**src/mmio_pkg.sv**
```systemverilog
//**************************************************************************
// mmio interconnect shared definitions
// memory map, bus widths, host command codes and interrupt count for the
// apb port, scratch ram, interrupt controller and host-command register
//**************************************************************************
package mmio_pkg;

    // apb bus widths
    localparam int unsigned ADDR_W = 32;
    localparam int unsigned DATA_W = 32;
    localparam int unsigned STRB_W = DATA_W / 8;

    // target select nibble, address bits 31:28
    localparam int unsigned DEV_W = 4;
    localparam logic [DEV_W-1:0] DEV_HOST = 4'h4;
    localparam logic [DEV_W-1:0] DEV_PLIC = 4'h5;
    localparam logic [DEV_W-1:0] DEV_RAM  = 4'h8;

    // offset handed to the targets, address bits 7:0
    localparam int unsigned OFS_W = 8;

    // scratch ram geometry, word index from address bits 7:2
    localparam int unsigned RAM_WORDS = 64;
    localparam int unsigned RAM_AW    = 6;

    // interrupt sources, ids run from 1 to N_IRQ
    localparam int unsigned N_IRQ = 5;

    // interrupt controller register offsets
    localparam logic [OFS_W-1:0] PLIC_PENDING_OFS = 8'h00;
    localparam logic [OFS_W-1:0] PLIC_CLAIM_OFS   = 8'h04;

    // host commands, upper half of the written word
    localparam logic [15:0] CMD_PRINT_CHAR = 16'h0101;
    localparam logic [15:0] CMD_POWER_OFF  = 16'h0002;

endpackage

```
**src/apb_slave_port.sv**
```systemverilog
//**************************************************************************
// apb slave port
// decodes the target nibble, issues completion strobes to the targets and
// builds the read data and error response of each transfer
//**************************************************************************
module apb_slave_port (
    input  logic                            CLK,
    input  logic                            i_arst_n,
    input  logic                            i_psel,
    input  logic                            i_penable,
    input  logic                            i_pwrite,
    input  logic [mmio_pkg::ADDR_W-1:0]     i_paddr,
    input  logic [mmio_pkg::DATA_W-1:0]     i_pwdata,
    input  logic [mmio_pkg::STRB_W-1:0]     i_pstrb,
    input  logic [mmio_pkg::DATA_W-1:0]     i_ram_rdata,
    input  logic [mmio_pkg::DATA_W-1:0]     i_plic_rdata,
    input  logic [mmio_pkg::DATA_W-1:0]     i_host_rdata,
    input  logic                            i_host_stall,
    output logic                            o_pready,
    output logic [mmio_pkg::DATA_W-1:0]     o_prdata,
    output logic                            o_pslverr,
    output logic                            o_ram_sel,
    output logic                            o_plic_sel,
    output logic                            o_host_sel,
    output logic                            o_wr_en,
    output logic                            o_rd_en,
    output logic [mmio_pkg::OFS_W-1:0]      o_ofs,
    output logic [mmio_pkg::DATA_W-1:0]     o_wdata,
    output logic [mmio_pkg::STRB_W-1:0]     o_strb,
    output logic [mmio_pkg::RAM_AW-1:0]     o_ram_raddr
);

    logic [mmio_pkg::DEV_W-1:0]  dev;
    logic                        access;
    logic                        mapped;
    logic [mmio_pkg::DATA_W-1:0] rdata_sel;

    assign dev = i_paddr[mmio_pkg::ADDR_W-1 -: mmio_pkg::DEV_W];

    // selects are live in both setup and access phase
    assign o_ram_sel  = i_psel && (dev == mmio_pkg::DEV_RAM);
    assign o_plic_sel = i_psel && (dev == mmio_pkg::DEV_PLIC);
    assign o_host_sel = i_psel && (dev == mmio_pkg::DEV_HOST);
    assign mapped     = o_ram_sel || o_plic_sel || o_host_sel;

    // only a host write waits on a pending byte
    assign access   = i_psel && i_penable;
    assign o_pready = access && !(o_host_sel && i_pwrite && i_host_stall);
    assign o_wr_en  = o_pready && i_pwrite;
    assign o_rd_en  = o_pready && !i_pwrite;

    assign o_ofs       = i_paddr[mmio_pkg::OFS_W-1:0];
    assign o_wdata     = i_pwdata;
    assign o_strb      = i_pstrb;
    // ram read launched from the setup-phase address
    assign o_ram_raddr = i_paddr[mmio_pkg::RAM_AW+1:2];

    always_comb begin
        case (dev)
            mmio_pkg::DEV_RAM:  rdata_sel = i_ram_rdata;
            mmio_pkg::DEV_PLIC: rdata_sel = i_plic_rdata;
            mmio_pkg::DEV_HOST: rdata_sel = i_host_rdata;
            default:            rdata_sel = '0;
        endcase
    end

    // unmapped nibbles fall through to zero data
    assign o_prdata  = o_rd_en ? rdata_sel : '0;
    assign o_pslverr = o_pready && !mapped;

    a_penable_needs_psel: assert property (
        @(posedge CLK) disable iff (!i_arst_n)
        i_penable |-> i_psel
    ) else $error("apb: penable without psel");

    // master must hold the request while the access is stretched
    a_stretch_stable: assert property (
        @(posedge CLK) disable iff (!i_arst_n)
        (access && !o_pready) |=> $stable(i_paddr) && $stable(i_pwdata)
    ) else $error("apb: request changed during stretched access");

endmodule

```
**src/scratch_ram.sv**
```systemverilog
//**************************************************************************
// scratch ram
// 64-word memory with per-byte-lane writes and a registered read port
// addressed from the setup phase of the apb transfer
//**************************************************************************
module scratch_ram (
    input  logic                            CLK,
    input  logic                            i_sel,
    input  logic                            i_wr_en,
    input  logic [mmio_pkg::RAM_AW-1:0]     i_raddr,
    input  logic [mmio_pkg::OFS_W-1:0]      i_ofs,
    input  logic [mmio_pkg::DATA_W-1:0]     i_wdata,
    input  logic [mmio_pkg::STRB_W-1:0]     i_strb,
    output logic [mmio_pkg::DATA_W-1:0]     o_rdata
);

    logic [mmio_pkg::DATA_W-1:0] mem [mmio_pkg::RAM_WORDS];
    logic [mmio_pkg::RAM_AW-1:0] widx;
    logic                        we;

    assign widx = i_ofs[mmio_pkg::RAM_AW+1:2];
    assign we   = i_sel && i_wr_en;

    // byte lanes written under the strobe
    always_ff @(posedge CLK) begin
        if (we) begin
            for (int b = 0; b < mmio_pkg::STRB_W; b++) begin
                if (i_strb[b]) begin
                    mem[widx][8*b +: 8] <= i_wdata[8*b +: 8];
                end
            end
        end
    end

    // read every cycle, lands in the access phase
    always_ff @(posedge CLK) begin
        o_rdata <= mem[i_raddr];
    end

    // a ram write completes only after a setup phase aimed at the ram
    a_write_after_setup: assert property (
        @(posedge CLK)
        we |-> $past(i_sel)
    ) else $error("ram: write strobe without prior select");

endmodule

```
**src/irq_controller.sv**
```systemverilog
//**************************************************************************
// interrupt controller
// pending and served state per source, claim by read and completion by
// write, external interrupt raised while any source is claimable
//**************************************************************************
module irq_controller (
    input  logic                            CLK,
    input  logic                            i_arst_n,
    input  logic [mmio_pkg::N_IRQ-1:0]      i_irq_src,
    input  logic                            i_sel,
    input  logic                            i_wr_en,
    input  logic                            i_rd_en,
    input  logic [mmio_pkg::OFS_W-1:0]      i_ofs,
    input  logic [mmio_pkg::DATA_W-1:0]     i_wdata,
    output logic [mmio_pkg::DATA_W-1:0]     o_rdata,
    output logic                            o_ext_irq
);

    logic [mmio_pkg::N_IRQ-1:0]  pending;
    logic [mmio_pkg::N_IRQ-1:0]  served;
    logic [mmio_pkg::N_IRQ-1:0]  claimable;
    logic [mmio_pkg::N_IRQ-1:0]  claim_mask;
    logic [mmio_pkg::N_IRQ-1:0]  done_mask;
    logic [mmio_pkg::DATA_W-1:0] claim_id;
    logic                        claim_rd;
    logic                        complete_wr;

    assign claimable  = pending & ~served;
    // isolate lowest set bit
    assign claim_mask = claimable & (~claimable + 1'b1);
    assign o_ext_irq  = |claimable;

    // id is index plus one, zero when nothing to claim
    always_comb begin
        claim_id  = '0;
        done_mask = '0;
        for (int i = 0; i < mmio_pkg::N_IRQ; i++) begin
            if (claim_mask[i]) begin
                claim_id = i + 1;
            end
            if (i_wdata == i + 1) begin
                done_mask[i] = 1'b1;
            end
        end
    end

    assign claim_rd    = i_sel && i_rd_en && (i_ofs == mmio_pkg::PLIC_CLAIM_OFS);
    assign complete_wr = i_sel && i_wr_en && (i_ofs == mmio_pkg::PLIC_CLAIM_OFS);

    always_comb begin
        case (i_ofs)
            mmio_pkg::PLIC_PENDING_OFS: o_rdata = {{(mmio_pkg::DATA_W-mmio_pkg::N_IRQ){1'b0}},
                                                   pending};
            mmio_pkg::PLIC_CLAIM_OFS:   o_rdata = claim_id;
            default:                    o_rdata = '0;
        endcase
    end

    // pulses on served sources are dropped until completion
    always_ff @(posedge CLK or negedge i_arst_n) begin
        if (!i_arst_n) begin
            pending <= '0;
            served  <= '0;
        end else begin
            if (claim_rd) begin
                pending <= (pending | (i_irq_src & ~served)) & ~claim_mask;
                served  <= served | claim_mask;
            end else begin
                pending <= pending | (i_irq_src & ~served);
                if (complete_wr) begin
                    served <= served & ~done_mask;
                end
            end
        end
    end

    a_served_from_claimable: assert property (
        @(posedge CLK) disable iff (!i_arst_n)
        ((served & ~$past(served)) & ~$past(claimable)) == '0
    ) else $error("plic: served bit set on a source that was not claimable");

endmodule

```
**src/host_command.sv**
```systemverilog
//**************************************************************************
// host-command register
// print commands feed a byte stream with ready back-pressure and a
// power-off command raises a sticky finish flag
//**************************************************************************
module host_command (
    input  logic                            CLK,
    input  logic                            i_arst_n,
    input  logic                            i_sel,
    input  logic                            i_wr_en,
    input  logic [mmio_pkg::DATA_W-1:0]     i_wdata,
    input  logic                            i_char_ready,
    output logic [mmio_pkg::DATA_W-1:0]     o_rdata,
    output logic                            o_stall,
    output logic                            o_char_valid,
    output logic [7:0]                      o_char_data,
    output logic                            o_finish
);

    logic        wr;
    logic [15:0] cmd;
    logic        print_wr;
    logic        power_wr;

    assign wr       = i_sel && i_wr_en;
    assign cmd      = i_wdata[mmio_pkg::DATA_W-1 -: 16];
    assign print_wr = wr && (cmd == mmio_pkg::CMD_PRINT_CHAR);
    assign power_wr = wr && (cmd == mmio_pkg::CMD_POWER_OFF);

    // writes are held off by the port while a byte waits
    assign o_stall = o_char_valid;
    assign o_rdata = {{(mmio_pkg::DATA_W-1){1'b0}}, o_char_valid};

    always_ff @(posedge CLK or negedge i_arst_n) begin
        if (!i_arst_n) begin
            o_char_valid <= 1'b0;
            o_finish     <= 1'b0;
        end else begin
            if (print_wr) begin
                o_char_valid <= 1'b1;
            end else if (o_char_valid && i_char_ready) begin
                o_char_valid <= 1'b0;
            end
            // sticky until reset
            if (power_wr) begin
                o_finish <= 1'b1;
            end
        end
    end

    always_ff @(posedge CLK) begin
        if (print_wr) begin
            o_char_data <= i_wdata[7:0];
        end
    end

    a_char_hold: assert property (
        @(posedge CLK) disable iff (!i_arst_n)
        (o_char_valid && !i_char_ready) |=> o_char_valid && $stable(o_char_data)
    ) else $error("host: byte dropped or changed before acceptance");

endmodule

```
**src/mmio_interconnect.sv**
```systemverilog
//**************************************************************************
// mmio interconnect top
// apb slave port routing transfers to the scratch ram, the interrupt
// controller and the host-command register
//**************************************************************************
module mmio_interconnect (
    input  logic                            CLK,
    input  logic                            i_arst_n,
    input  logic                            i_psel,
    input  logic                            i_penable,
    input  logic                            i_pwrite,
    input  logic [mmio_pkg::ADDR_W-1:0]     i_paddr,
    input  logic [mmio_pkg::DATA_W-1:0]     i_pwdata,
    input  logic [mmio_pkg::STRB_W-1:0]     i_pstrb,
    output logic                            o_pready,
    output logic [mmio_pkg::DATA_W-1:0]     o_prdata,
    output logic                            o_pslverr,
    input  logic [mmio_pkg::N_IRQ-1:0]      i_irq_src,
    output logic                            o_ext_irq,
    output logic                            o_char_valid,
    output logic [7:0]                      o_char_data,
    input  logic                            i_char_ready,
    output logic                            o_finish
);

    logic                        ram_sel;
    logic                        plic_sel;
    logic                        host_sel;
    logic                        wr_en;
    logic                        rd_en;
    logic [mmio_pkg::OFS_W-1:0]  ofs;
    logic [mmio_pkg::DATA_W-1:0] wdata;
    logic [mmio_pkg::STRB_W-1:0] strb;
    logic [mmio_pkg::RAM_AW-1:0] ram_raddr;
    logic [mmio_pkg::DATA_W-1:0] ram_rdata;
    logic [mmio_pkg::DATA_W-1:0] plic_rdata;
    logic [mmio_pkg::DATA_W-1:0] host_rdata;
    logic                        host_stall;

    apb_slave_port u_port (
        .CLK          (CLK),          .i_arst_n     (i_arst_n),
        .i_psel       (i_psel),       .i_penable    (i_penable),
        .i_pwrite     (i_pwrite),     .i_paddr      (i_paddr),
        .i_pwdata     (i_pwdata),     .i_pstrb      (i_pstrb),
        .i_ram_rdata  (ram_rdata),    .i_plic_rdata (plic_rdata),
        .i_host_rdata (host_rdata),   .i_host_stall (host_stall),
        .o_pready     (o_pready),     .o_prdata     (o_prdata),
        .o_pslverr    (o_pslverr),    .o_ram_sel    (ram_sel),
        .o_plic_sel   (plic_sel),     .o_host_sel   (host_sel),
        .o_wr_en      (wr_en),        .o_rd_en      (rd_en),
        .o_ofs        (ofs),          .o_wdata      (wdata),
        .o_strb       (strb),         .o_ram_raddr  (ram_raddr)
    );

    scratch_ram u_ram (
        .CLK     (CLK),      .i_sel   (ram_sel),
        .i_wr_en (wr_en),    .i_raddr (ram_raddr),
        .i_ofs   (ofs),      .i_wdata (wdata),
        .i_strb  (strb),     .o_rdata (ram_rdata)
    );

    irq_controller u_plic (
        .CLK       (CLK),        .i_arst_n  (i_arst_n),
        .i_irq_src (i_irq_src),  .i_sel     (plic_sel),
        .i_wr_en   (wr_en),      .i_rd_en   (rd_en),
        .i_ofs     (ofs),        .i_wdata   (wdata),
        .o_rdata   (plic_rdata), .o_ext_irq (o_ext_irq)
    );

    host_command u_host (
        .CLK          (CLK),          .i_arst_n     (i_arst_n),
        .i_sel        (host_sel),     .i_wr_en      (wr_en),
        .i_wdata      (wdata),        .i_char_ready (i_char_ready),
        .o_rdata      (host_rdata),   .o_stall      (host_stall),
        .o_char_valid (o_char_valid), .o_char_data  (o_char_data),
        .o_finish     (o_finish)
    );

endmodule

```
**config.mk**
```make
export PLATFORM = sky130hd
export DESIGN_NAME = mmio_interconnect
export DESIGN_NICKNAME = d
export VERILOG_FILES = /design/src/mmio_pkg.sv /design/src/apb_slave_port.sv /design/src/scratch_ram.sv /design/src/irq_controller.sv /design/src/host_command.sv /design/src/mmio_interconnect.sv
export SDC_FILE = /design/constraint.sdc
export NUM_CORES = 2
export LEC_CHECK = 0
export ABC_AREA = 1
export BUFFER_PORTS_ARGS = -buffer_cell sky130_fd_sc_hd__buf_4
export CAP_MARGIN = 10
export CELL_PAD_IN_SITES_DETAIL_PLACEMENT = 1
export CELL_PAD_IN_SITES_GLOBAL_PLACEMENT = 1
export CORE_ASPECT_RATIO = 0.6
export CORE_MARGIN = 4
export CORE_UTILIZATION = 55
export CTS_CLUSTER_SIZE = 25
export DETAILED_ROUTE_END_ITERATION = 16
export PLACE_DENSITY_LB_ADDON = 0.1
export SLEW_MARGIN = 20
export SYNTH_ARGS = -nofsm -noshare
export SYNTH_HDL_FRONTEND = slang
export SYNTH_SLANG_ARGS = --single-unit
```
**constraint.sdc**
```tcl
create_clock -name CLK -period 3.85 [get_ports CLK]
set_input_delay 0.385 -clock CLK [delete_from_list [all_inputs] [get_ports CLK]]
set_output_delay 0.385 -clock CLK [all_outputs]
set_load 0.02 [all_outputs]
```
==> results.cfg <==
[sta]
finalHoldViolations = 0
worstMarginPinSlew_ns = 1.10
skew_ns = 0.0245
whs_ns = 0.0455
rsz0062_at_grt = no
timing.slew.headroom_pct = 26.9
finalCritPeriodShare_pct = 88.6
setup_viol = 0
finalWorstSetupSlack_ns = 0.440
slew_viol_final = 0
fin_setup_tns_ns = 0
min_period_ns = 3.41
max_freq_mhz = 293

[floorplanning]
die_area_sq_um = 161000
fp.dieH_um = 312
ioPinCount = 124
die_w_um = 515
coreArea_sq_um = 153000
row_count = 111
start_util_pct = 55.5

[critical_path]
r2r_end = u_ram.mem[25][5]$_DFFE_PP_
rrSetupSlack_ns = 0.44
worst_r2r_startpoint = u_host.o_char_valid$_DFFE_PN0P_
startpoint = u_host.o_char_valid$_DFFE_PN0P_
r2r_cells = 7
crit_required_ns = 4.30
cp-end-kind = register
critPathArrivalTime_ns = 3.86
crit_fanout = 27
cp-start-kind = register
worstSetupPathType = register to register

[global_routing]
grt_max_degree = 158
grt_overflow = 0
grt_pass1_vias = 62360
track_usage_pct = 37.1
grt_antenna_before_repair = 22
grt_pass1_wl_mm = 431

[pwr]
clkPwrFrac_pct = 41.0
peakVddDrop_uv = 504
power.density_nw_per_um2 = 497
p_sw_mw = 10.9
comb_power_share_pct = 6.0
switching_share_pct = 22.9
p_int_mw = 36.6
p_leak_nw = 34.4
seq_power_share_pct = 53.0

[synthesis]
ys_ff_latch = 2100
synth_nets = 7338
synth.distinct_cells = 28
synth.avg_cell_area_sq_um = 11.7
synth_area_sq_um = 84900
synth_top_cell_by_area = edfxtp_1
synthTopCellsByArea = edfxtp_1, nand2_1, nand3_1, nor2_1, inv_1
netlist_instances = 7259
ys.warnings.count = 0
yosys.area.top_type_share_pct = 72.7
yosysSeqAreaShare_pct = 73.8

[route]
routed_wl_mm = 300
dr_total_vias = 61013
route.detailed.drc = 0
routedWlPerCell_um = 31.0
firstDrtPassIters = 6
drtAntennaViolNets = 0
drt_iter0_markers = 9136
viasPerCell = 6.30

[clock_network]
cts.htree.levels = 4
cts.clk_slew.worst_paths_ns = 0.07
cts_buffers = 187
cts_tree = built
cts_root_buffer = clkbuf_16
clk_latency_ns = 0.85
cts_num_sinks = 2100
cts_buffer_depth = 3
post_cts_buffers = 0

[cells_and_area]
drive_gt1_share_pct = 9.56
area_growth_pct = 12.6
fin_util_pct = 62.4
nets = 7554

[run]
drv_cap = 0

[placed_design]
gp_congestion = 0.877
io_buffers = 103
place_worst_setup_slack_ns = 0.225
hpwl_mm = 181

[worst_hold_path]
hp-start = i_psel
min_path_type = input pin to register
holdPathEnd = u_plic.pending[2]$_DFF_PN0_
hold_depth = 4

[run_status]
status = completed
-- cells by family after synthesis --
family / after synthesis / share of synthesized area, %
AO/OA/AOI/OAI: 669 / 4.25
buffers and inverters: 864 / 4.28
flip-flops: 2100 / 73.8
AND/OR/NAND/NOR: 3626 / 17.6
-- how the worst max path moves through the flow --
stage | end
floorplan | u_ram.mem[12][0]$_DFFE_PP_
CTS | u_ram.mem[29][28]$_DFFE_PP_
finish | u_ram.mem[25][5]$_DFFE_PP_
global route | u_ram.mem[25][5]$_DFFE_PP_
global placement | u_ram.mem[29][25]$_DFFE_PP_
detailed placement | u_ram.mem[29][25]$_DFFE_PP_
-- synth_stat cells --
master / number
a21oi_1: 309
a31oi_1: 1
and2_1: 1
buf_1: 43
buf_2: 250
buf_4: 16
buf_6: 3
clkbuf_1: 103
dfrtp_1: 12
dfxtp_1: 32
edfxtp_1: 2056
inv_1: 443
inv_2: 6
nand2_1: 1821
nand2_2: 1
nand3_1: 719
nand3b_1: 3
nand4_1: 144
nor2_1: 918
nor2_2: 9
nor2_4: 3
nor3_1: 2
nor3_4: 4
nor4_1: 1
o211ai_1: 103
o21ai_0: 254
o22ai_1: 1
o31ai_1: 1
-- power groups by stage --
stage | Combinational [mW] | Clock, mW | Sequential (mW)
global placement | 2.61 | 0 | 25.7
detailed placement | 2.73 | 0 | 25.7
CTS | 2.78 | 19.6 | 25.2
finish | 2.85 | 19.5 | 25.2
floorplan | 1.32 | 0 | 25.6
global route | 3.01 | 20.6 | 25.1
-- area by class of cell --
cell class,count,area [sq um]
Inverter,449,1710
Multi-Input combinational cell,4295,18700
Antenna cell,8,20.0
Clock buffer,256,5270
Clock inverter,93,961
Tap cell,2034,2540
Timing Repair Buffer,442,3720
Sequential cell,2100,62700
Fill cell,15226,57500
-- sequential cells by signal (all words and copies together), names as in the netlist --
signal               flops
u_host.o_char_data       8
u_host.o_char_valid      1
u_host.o_finish          1
u_plic.pending           5
u_plic.served            5
u_ram.mem             2048
u_ram.o_rdata           32
-- per-layer routing --
layer  wire length [um]  global-route usage, %  part of all wire (%)
met5                308                  0.774                  0.10
met4              12400                   14.7                   4.1
met3              37500                   11.3                    12
met2             132000                   54.4                    44
met1             118000                   52.4                    39
-- metrics by stage --
step,instance area (sq um),cells,power [mW]
after floorplan,84900,7259,27.0
after global placement,89100,9302,28.3
after detailed placement,89100,9302,28.4
after CTS,95600,9669,47.5
after global routing,95600,9671,48.7
final,95600,9677,47.5
-- critical path: stages, from the launching register on --
cell and delay [ns]:
dfrtp_1 0.42, nand4_1 0.11, nand2_1 0.08, inv_2 0.10, nand2_1 0.06, nor2_1 0.57
nand2_2 0.70, nor2_1 0.94
-- cell usage in the layout, fill, tap and decap left out, types with 5 or more instances in the layout --
cell type      instances
dfxtp_1               32
clkinvlp_4             7
clkbuf_8              16
a21oi_1              309
clkinv_1              31
clkbuf_1              45
inv_1                442
bufinv_16             19
clkbuf_16            195
nor2_1               915
dfrtp_1               12
dlygate4sd3_1         18
clkinv_2              29
edfxtp_1            2056
nand2_2                5
diode_2                8
buf_12                27
buf_4                394
nand3_1              718
nand2_1             1817
o211ai_1             103
o21ai_0              254
nand4_1              144
nor2_4                11
-- timing repair --
action | CTS | global route
hold buffers | 18 | 0
endpoints found under the hold margin | 143 | 0
gates resized for setup | 0 | 0
Note: power is estimated with default switching activity, not from simulation.
